<file path="config.mk">
export PLATFORM = sky130hd
export DESIGN_NAME = uart_cmd_bridge
export DESIGN_NICKNAME = d
export VERILOG_FILES = /design/src/common/uart_pkg.sv /design/src/common/cmd_pkg.sv /design/src/logic/cmd_sequencer.sv /design/src/logic/uart_cmd_bridge.sv /design/src/uart/uart_rx.sv /design/src/uart/uart_tx.sv
export SDC_FILE = /design/constraint.sdc
export NUM_CORES = 1
export LEC_CHECK = 0
export ABC_AREA = 1
export BUFFER_PORTS_ARGS = -buffer_cell sky130_fd_sc_hd__buf_2
export CORE_MARGIN = 2
export CORE_UTILIZATION = 53
export CTS_CLUSTER_SIZE = 40
export DETAILED_ROUTE_END_ITERATION = 7
export GPL_ROUTABILITY_DRIVEN = 0
export PLACE_DENSITY = 0.73
export SLEW_MARGIN = 20
export SYNTH_ARGS = -nofsm -noshare
export SYNTH_HDL_FRONTEND = slang
export SYNTH_HIERARCHICAL = 1
export SYNTH_SLANG_ARGS = --single-unit
</file>
<file path="constraint.sdc">
create_clock -name clk -period 1.9 [get_ports clk]
set_input_delay 0.19 -clock clk [delete_from_list [all_inputs] [get_ports clk]]
set_output_delay 0.19 -clock clk [all_outputs]
set_load 0.03 [all_outputs]
</file>
<file path="src/common/uart_pkg.sv">
package uart_pkg;

  // fixed character width.
  localparam int data_bits = 8;

  // start, data, parity and stop.
  localparam int frame_bits = data_bits + 3;

  typedef logic [data_bits-1:0] uart_byte_t;

  // one received character with its line checks.
  typedef struct packed {
    uart_byte_t data;
    logic       parity_err;
    logic       frame_err;
  } rx_status_t;

endpackage

</file>
<file path="src/common/cmd_pkg.sv">
package cmd_pkg;

  // host view of the command word, bit 15 selects write.
  typedef struct packed {
    logic                 wr;
    logic [6:0]           addr;
    uart_pkg::uart_byte_t data;
  } cmd_fields_t;

  // serial view, low byte goes out first.
  typedef struct packed {
    uart_pkg::uart_byte_t hi;
    uart_pkg::uart_byte_t lo;
  } cmd_bytes_t;

  typedef union packed {
    cmd_fields_t fields;
    cmd_bytes_t  bytes;
  } cmd_word_t;

  typedef struct packed {
    uart_pkg::uart_byte_t data;
    logic                 parity_err;
    logic                 frame_err;
  } read_result_t;

endpackage

</file>
<file path="src/logic/cmd_sequencer.sv">
`timescale 1ns/1ps

module cmd_sequencer #(
  parameter int gap_cycles = 100
) (
  input  logic                  clk,
  input  logic                  rst_n,
  input  cmd_pkg::cmd_word_t    cmd,
  input  logic                  cmd_vld,
  output logic                  cmd_rdy,
  output logic                  tx_start,
  output uart_pkg::uart_byte_t  tx_data,
  input  logic                  tx_done,
  input  logic                  rx_valid,
  input  uart_pkg::rx_status_t  rx_status,
  output logic                  read_rdy,
  output cmd_pkg::read_result_t read_result
);

  localparam int gap_w = $clog2(gap_cycles + 1);
  localparam logic [gap_w-1:0] gap_last = gap_w'(gap_cycles - 1);

  typedef enum logic [2:0] {
    st_idle,
    st_send_lo,
    st_gap,
    st_send_hi,
    st_rsp_gap,
    st_wait_rsp,
    st_report
  } seq_state_t;

  seq_state_t         state;
  cmd_pkg::cmd_word_t cmd_q;
  logic [gap_w-1:0]   gap_cnt;
  logic               accept;
  logic               gap_end;

  // report cycle already counts as idle for the host.
  assign cmd_rdy  = (state == st_idle) || (state == st_report);
  assign read_rdy = (state == st_report);
  assign accept   = cmd_vld && cmd_rdy;
  assign gap_end  = (gap_cnt == gap_last);
  assign tx_data  = (state == st_send_hi) ? cmd_q.bytes.hi : cmd_q.bytes.lo;

  always_ff @(posedge clk or negedge rst_n)
  begin
    if (!rst_n)
    begin
      state    <= st_idle;
      gap_cnt  <= '0;
      tx_start <= 1'b0;
    end
    else
    begin
      tx_start <= 1'b0;
      case (state)
        st_idle, st_report:
        begin
          if (accept)
          begin
            state    <= st_send_lo;
            tx_start <= 1'b1;
          end
          else
            state <= st_idle;
        end
        st_send_lo:
        begin
          if (tx_done)
          begin
            state   <= st_gap;
            gap_cnt <= '0;
          end
        end
        st_gap:
        begin
          if (gap_end)
          begin
            state    <= st_send_hi;
            tx_start <= 1'b1;
          end
          else
            gap_cnt <= gap_cnt + 1'b1;
        end
        st_send_hi:
        begin
          if (tx_done)
          begin
            if (cmd_q.fields.wr)
              state <= st_idle;
            else
            begin
              state   <= st_rsp_gap;
              gap_cnt <= '0;
            end
          end
        end
        st_rsp_gap:
        begin
          if (gap_end)
            state <= st_wait_rsp;
          else
            gap_cnt <= gap_cnt + 1'b1;
        end
        st_wait_rsp:
        begin
          // no timeout here.
          if (rx_valid)
            state <= st_report;
        end
        default:
          state <= st_idle;
      endcase
    end
  end

  always_ff @(posedge clk)
  begin
    if (accept)
      cmd_q <= cmd;
    if (state == st_wait_rsp && rx_valid)
    begin
      read_result.data       <= rx_status.data;
      read_result.parity_err <= rx_status.parity_err;
      read_result.frame_err  <= rx_status.frame_err;
    end
  end

endmodule

</file>
<file path="src/logic/uart_cmd_bridge.sv">
`timescale 1ns/1ps

module uart_cmd_bridge #(
  parameter int clks_per_bit = 434,
  parameter int gap_cycles   = 100
) (
  input  logic                  clk,
  input  logic                  rst_n,
  input  cmd_pkg::cmd_word_t    cmd,
  input  logic                  cmd_vld,
  output logic                  cmd_rdy,
  input  logic                  rx,
  output logic                  tx,
  output logic                  read_rdy,
  output cmd_pkg::read_result_t read_result
);

  logic                 tx_start;
  uart_pkg::uart_byte_t tx_data;
  logic                 tx_done;
  logic                 rx_valid;
  uart_pkg::rx_status_t rx_status;

  cmd_sequencer #(
    .gap_cycles (gap_cycles)
  ) u_seq (
    .clk         (clk),
    .rst_n       (rst_n),
    .cmd         (cmd),
    .cmd_vld     (cmd_vld),
    .cmd_rdy     (cmd_rdy),
    .tx_start    (tx_start),
    .tx_data     (tx_data),
    .tx_done     (tx_done),
    .rx_valid    (rx_valid),
    .rx_status   (rx_status),
    .read_rdy    (read_rdy),
    .read_result (read_result)
  );

  uart_tx #(
    .clks_per_bit (clks_per_bit)
  ) u_tx (
    .clk      (clk),
    .rst_n    (rst_n),
    .tx_start (tx_start),
    .tx_data  (tx_data),
    .tx_done  (tx_done),
    .tx       (tx)
  );

  // receiver runs freely, the sequencer picks what it needs.
  uart_rx #(
    .clks_per_bit (clks_per_bit)
  ) u_rx (
    .clk       (clk),
    .rst_n     (rst_n),
    .rx        (rx),
    .rx_valid  (rx_valid),
    .rx_status (rx_status)
  );

endmodule

</file>
<file path="src/uart/uart_rx.sv">
`timescale 1ns/1ps

module uart_rx #(
  parameter int clks_per_bit = 434
) (
  input  logic                 clk,
  input  logic                 rst_n,
  input  logic                 rx,
  output logic                 rx_valid,
  output uart_pkg::rx_status_t rx_status
);

  localparam int cnt_w = $clog2(clks_per_bit);
  localparam logic [cnt_w-1:0] last_cnt = cnt_w'(clks_per_bit - 1);
  localparam logic [cnt_w-1:0] half_cnt = cnt_w'(clks_per_bit / 2 - 1);
  localparam int idx_w = $clog2(uart_pkg::frame_bits);
  // sample positions counted from the first data bit.
  localparam logic [idx_w-1:0] par_idx = idx_w'(uart_pkg::data_bits);
  localparam logic [idx_w-1:0] stop_idx = idx_w'(uart_pkg::data_bits + 1);

  typedef enum logic [1:0] {
    st_idle,
    st_start,
    st_bits
  } rx_state_t;

  rx_state_t            state;
  logic [1:0]           sync;
  logic                 rx_d;
  logic                 fall;
  logic                 sample;
  logic [cnt_w-1:0]     bit_cnt;
  logic [idx_w-1:0]     bit_idx;
  uart_pkg::uart_byte_t shreg;
  logic                 par_bit;

  assign fall   = rx_d & ~sync[1];
  // half a bit into the start bit, then one bit time apart.
  assign sample = (state == st_start) ? (bit_cnt == half_cnt) : (bit_cnt == last_cnt);

  always_ff @(posedge clk or negedge rst_n)
  begin
    if (!rst_n)
    begin
      sync     <= 2'b11;
      rx_d     <= 1'b1;
      state    <= st_idle;
      bit_cnt  <= '0;
      bit_idx  <= '0;
      rx_valid <= 1'b0;
    end
    else
    begin
      sync     <= {sync[0], rx};
      rx_d     <= sync[1];
      rx_valid <= 1'b0;
      case (state)
        st_idle:
        begin
          if (fall)
          begin
            state   <= st_start;
            bit_cnt <= '0;
          end
        end
        st_start:
        begin
          if (sample)
          begin
            bit_cnt <= '0;
            bit_idx <= '0;
            // high again mid start bit, so only a glitch.
            state   <= sync[1] ? st_idle : st_bits;
          end
          else
            bit_cnt <= bit_cnt + 1'b1;
        end
        st_bits:
        begin
          if (sample)
          begin
            bit_cnt <= '0;
            if (bit_idx == stop_idx)
            begin
              state    <= st_idle;
              rx_valid <= 1'b1;
            end
            else
              bit_idx <= bit_idx + 1'b1;
          end
          else
            bit_cnt <= bit_cnt + 1'b1;
        end
        default:
          state <= st_idle;
      endcase
    end
  end

  always_ff @(posedge clk)
  begin
    if (state == st_bits && sample)
    begin
      if (bit_idx < par_idx)
        shreg <= {sync[1], shreg[uart_pkg::data_bits-1:1]};
      else if (bit_idx == par_idx)
        par_bit <= sync[1];
      else
      begin
        rx_status.data       <= shreg;
        rx_status.parity_err <= ~^{shreg, par_bit};
        rx_status.frame_err  <= ~sync[1];
      end
    end
  end

endmodule

</file>
<file path="src/uart/uart_tx.sv">
`timescale 1ns/1ps

module uart_tx #(
  parameter int clks_per_bit = 434
) (
  input  logic                 clk,
  input  logic                 rst_n,
  input  logic                 tx_start,
  input  uart_pkg::uart_byte_t tx_data,
  output logic                 tx_done,
  output logic                 tx
);

  localparam int cnt_w = $clog2(clks_per_bit);
  localparam logic [cnt_w-1:0] last_cnt = cnt_w'(clks_per_bit - 1);
  localparam int idx_w = $clog2(uart_pkg::frame_bits);
  localparam logic [idx_w-1:0] stop_idx = idx_w'(uart_pkg::frame_bits - 1);

  logic                            busy;
  logic [cnt_w-1:0]                bit_cnt;
  logic [idx_w-1:0]                bit_idx;
  logic [uart_pkg::frame_bits-2:0] shreg;
  logic                            bit_end;

  assign bit_end = busy && (bit_cnt == last_cnt);
  // last cycle of the stop bit.
  assign tx_done = bit_end && (bit_idx == stop_idx);

  always_ff @(posedge clk or negedge rst_n)
  begin
    if (!rst_n)
    begin
      busy    <= 1'b0;
      bit_cnt <= '0;
      bit_idx <= '0;
      tx      <= 1'b1;
    end
    else if (!busy)
    begin
      if (tx_start)
      begin
        busy    <= 1'b1;
        bit_cnt <= '0;
        bit_idx <= '0;
        tx      <= 1'b0;
      end
    end
    else if (bit_end)
    begin
      bit_cnt <= '0;
      if (bit_idx == stop_idx)
        busy <= 1'b0;
      else
      begin
        bit_idx <= bit_idx + 1'b1;
        tx      <= shreg[0];
      end
    end
    else
      bit_cnt <= bit_cnt + 1'b1;
  end

  // stop and odd parity sit above the data, shifted out lsb first.
  always_ff @(posedge clk)
  begin
    if (!busy && tx_start)
      shreg <= {1'b1, ~^tx_data, tx_data};
    else if (bit_end)
      shreg <= {1'b1, shreg[uart_pkg::frame_bits-2:1]};
  end

endmodule

</file>
==> impl_metrics.csv <==
group,metric,value,unit
global_route,grt_usage,18.3,%
timing,skew,0.0152,ns
status,outcome,"finished, final reports clean",
logic_synthesis,synth_edf_count,54,
final_layout,syn2layout_area_growth,18.2,%
final_layout,final_cell_mix,"nand2_1, edfxtp_1, inv_1, dfrtp_1, nand3_1",
final_layout,fin_util,64.4,%
global_route,gr-max-usage-layer,"met2",
timing,relSlewSlack,60.2,%
worst_setup_path,crit_fanout,10,
die,die_w,98.5,um
detailed_routing,via_per_inst,5.02,
final_layout,final_net_count,595,
worst_setup_path,worstPathArrival,1.92,ns
detailed_routing,dr.pass1.iters,5,
worst_setup_path,r2r_slack,0.08,ns
timing,hold_violations,0,
clocking,cts_buffer_depth,2,
worst_setup_path,cp.required,2.00,ns
timing,max_freq,0.551,GHz
timing,slew_violations,0,
clocking,cts_root_buffer,"clkbuf_8",
worst_setup_path,timing.rr.end,"u_rx/rx_status[4]$_DFFE_PP_",
worst_setup_path,r2r_start,"u_rx/state[1]$_DFFE_PN0P_",
logic_synthesis,ys_seq_elements,99,
clocking,clkTransAtPathRegs,0.11,ns
placed_design,io_buffers,32,
logic_synthesis,synth_top_area_share,34.3,%
logic_synthesis,avgSynthCellArea,9.75,um^2
global_route,grt_use_met1,22.9,%
power,p_per_area,767,nW/um^2
die,dieArea,9700,um^2
detailed_routing,postRouteWirelength,8.33,mm
clocking,cts_tree,"built",
clocking,clk_latency,0.38,ns
worst_setup_path,path_cells,"inv_1 -> ha_2 -> o21bai_1 -> nand3_2 -> nor2_4 -> nand2_1 -> a21oi_2 -> buf_12",
logic_synthesis,yosysTopAreaCell,"edfxtp_1",
logic_synthesis,synth_area,4730,um^2
power,totalPowerFinal,4290,uW
logic_synthesis,synth_nets,517,
worst_setup_path,crit_slowest_cell,"dfrtp_1",
clocking,cts_buffers,9,
logic_synthesis,yosys_most_used_dff,"edfxtp_1",
global_route,antenna_found_initial,0,
global_route,gr-usage-met2,31.0,%
placed_design,dp_hpwl,5.79,mm
placed_design,place_area,5100,um^2
die,start_util,54.5,%
global_route,met3_usage,3.40,%
logic_synthesis,async_flop_share,45.5,%
final_layout,stdcell_area,5590,um^2
worst_setup_path,critPathBufInv,2,
timing,finalCritPeriodShare,95.5,%
power,p_leak,0.00249,uW
worst_setup_path,reg2regPathDepth,8,
logic_synthesis,ys_types,37,
worst_hold_path,min_to,"u_seq/state[0]$_DFFE_PN0P_",
worst_setup_path,worstSetupPathType,"flip-flop to flip-flop",
timing,tns,0,ns
detailed_routing,first_iter_violations,193,
global_route,grt_pass1_wl,14.3,mm
die,pin_count,33,
detailed_routing,remaining_drc_errors,0,
die,dieHeight,98.5,um
worst_setup_path,crit_path_start_kind,"flip-flop",
global_route,grt.overflow.total,0,
worst_setup_path,end_kind,"flip-flop",
run,drv_cap,0,
global_route,grt_max_degree,46,
detailed_routing,vias,3391,
final_layout,num_antenna_cells,0,
worst_setup_path,max_stage_delay,0.40,ns
timing,tightestPinTransition,0.597,ns
die,core_area,8680,um^2
detailed_routing,wire_per_inst,12.3,um
final_layout,layout-drive-gt1-share,21.7,%
timing,holdWs,0.125,ns
worst_hold_path,holdPathStages,3,
clocking,htree_levels,3,
logic_synthesis,synthCells,485,
final_layout,layout_commonest_cell,"nand2_1",
worst_hold_path,hold_start,"cmd_vld",
worst_hold_path,hold_class,"input port to flip-flop",
logic_synthesis,ys_seq_area_share,58.2,%
timing,fin_crit,1.82,ns
worst_setup_path,crit_family,"flip-flops",
timing,finalSetupViolCount,0,
detailed_routing,postRouteAntennaNets,0,
die,rows,34,
global_route,grt_pass1_vias,3389,
logic_synthesis,yosysWarnings,6,
logic_synthesis,netlist_top_cells_area,"edfxtp_1, dfrtp_1, nand2_1, nand3_1, ha_1",
clocking,cts_num_sinks,99,
power,ir_drop,413,uV
[sequential cells by signal, indices dropped and copies added, names as in the netlist]
register and cells:
u_seq/cmd_q 16, u_rx/rx_status 10, u_seq/read_result 10, u_rx/bit_cnt 9
u_tx/bit_cnt 9, u_tx/shreg 9, u_rx/shreg 8, u_seq/gap_cnt 7
u_rx/bit_idx 4, u_tx/bit_idx 4, u_seq/state 3, u_rx/state 2
u_rx/sync 2, u_rx/par_bit 1, u_rx/rx_d 1, u_rx/rx_valid 1
u_seq/tx_start 1, u_tx/busy 1, u_tx/tx 1
[cell families after synthesis]
kind of cell               count (synthesis)  share of synthesized area [%]
buffers and inverters                     54                           4.66
DFF                                       99                           58.2
and+or+nand+nor                          265                           26.2
xor gates and xnor gates                  19                           3.52
AOI/OAI and AO/OA                         36                           4.23
adders and majority gates                 12                           3.17
[synth_stat cells, types with 2 or more instances]
| library cell | instances |
|---|---|
| a21oi_1 | 4 |
| dfrtp_1 | 41 |
| dfstp_2 | 4 |
| edfxtp_1 | 54 |
| ha_1 | 12 |
| inv_1 | 40 |
| inv_2 | 10 |
| nand2_1 | 155 |
| nand2_2 | 7 |
| nand2_4 | 6 |
| nand3_1 | 36 |
| nand3_2 | 2 |
| nand3b_1 | 4 |
| nand4_1 | 3 |
| nor2_1 | 32 |
| nor2_2 | 2 |
| nor2_4 | 4 |
| nor3_1 | 4 |
| nor3_2 | 3 |
| o21ai_0 | 11 |
| o21ai_1 | 12 |
| o21bai_1 | 2 |
| o22ai_1 | 4 |
| or2_2 | 3 |
| xnor2_1 | 9 |
| xor2_1 | 10 |
[routing by layer]
metal,up-vias,part of all wire [%]
li1,1745,-
met1,1574,46
met2,60,49
met3,12,3.0
met4,0,1.9
met5,-,0
[tightest hold or removal path, delay by kind of cell]
family                 cells  cell delay (ns)
AOI/OAI and AO/OA          2             0.18
buffers and inverters      1             0.09
[area by class of cell]
type	count	area, um^2
fill	704	3090
sequential	99	2760
multi-input combinational	332	1800
clock buffer	9	124
timing repair buffer	70	503
tap	108	135
inverter	51	196
clock inverter	7	81.3
[per-stage QoR]
stage                     std cells  setup slack (ns)
after floorplan                 485            0.0654
after global placement          632             0.164
after global routing            676           -0.0301
after CTS                       666            0.0277
final                           676            0.0850
after detailed placement        632            0.0608
[worst max path at each step]
stage                                startpoint                          end  slack [ns]  cells after the start
floorplan             u_rx/state[1]$_DFFE_PN0P_      u_rx/shreg[0]$_DFFE_PP_        0.07                      5
global placement      u_rx/state[1]$_DFFE_PN0P_  u_rx/rx_status[8]$_DFFE_PP_        0.16                      8
detailed placement    u_rx/state[1]$_DFFE_PN0P_  u_rx/rx_status[8]$_DFFE_PP_        0.06                      8
CTS                   u_rx/state[1]$_DFFE_PN0P_  u_rx/rx_status[5]$_DFFE_PP_        0.03                      8
global route        u_tx/bit_cnt[1]$_DFFE_PN0P_   u_seq/state[1]$_DFFE_PN0P_       -0.03                     11
finish                u_rx/state[1]$_DFFE_PN0P_  u_rx/rx_status[4]$_DFFE_PP_        0.08                      8
[what timing repair did]
| action | in CTS | in global routing |
|---|---|---|
| buffers inserted | 0 | 10 |
| gates resized for setup | 0 | 10 |
| hold endpoints to repair | 58 | 0 |
| hold buffers | 18 | 0 |
| setup endpoints to repair | 0 | 18 |
[report_power, final]
part | switching (uW) | internal (uW) | total, uW
sequential | 49.0 | 2300 | 2350
combinational | 368 | 192 | 560
clock | 836 | 537 | 1370
Power figures use the tool's default switching activity.
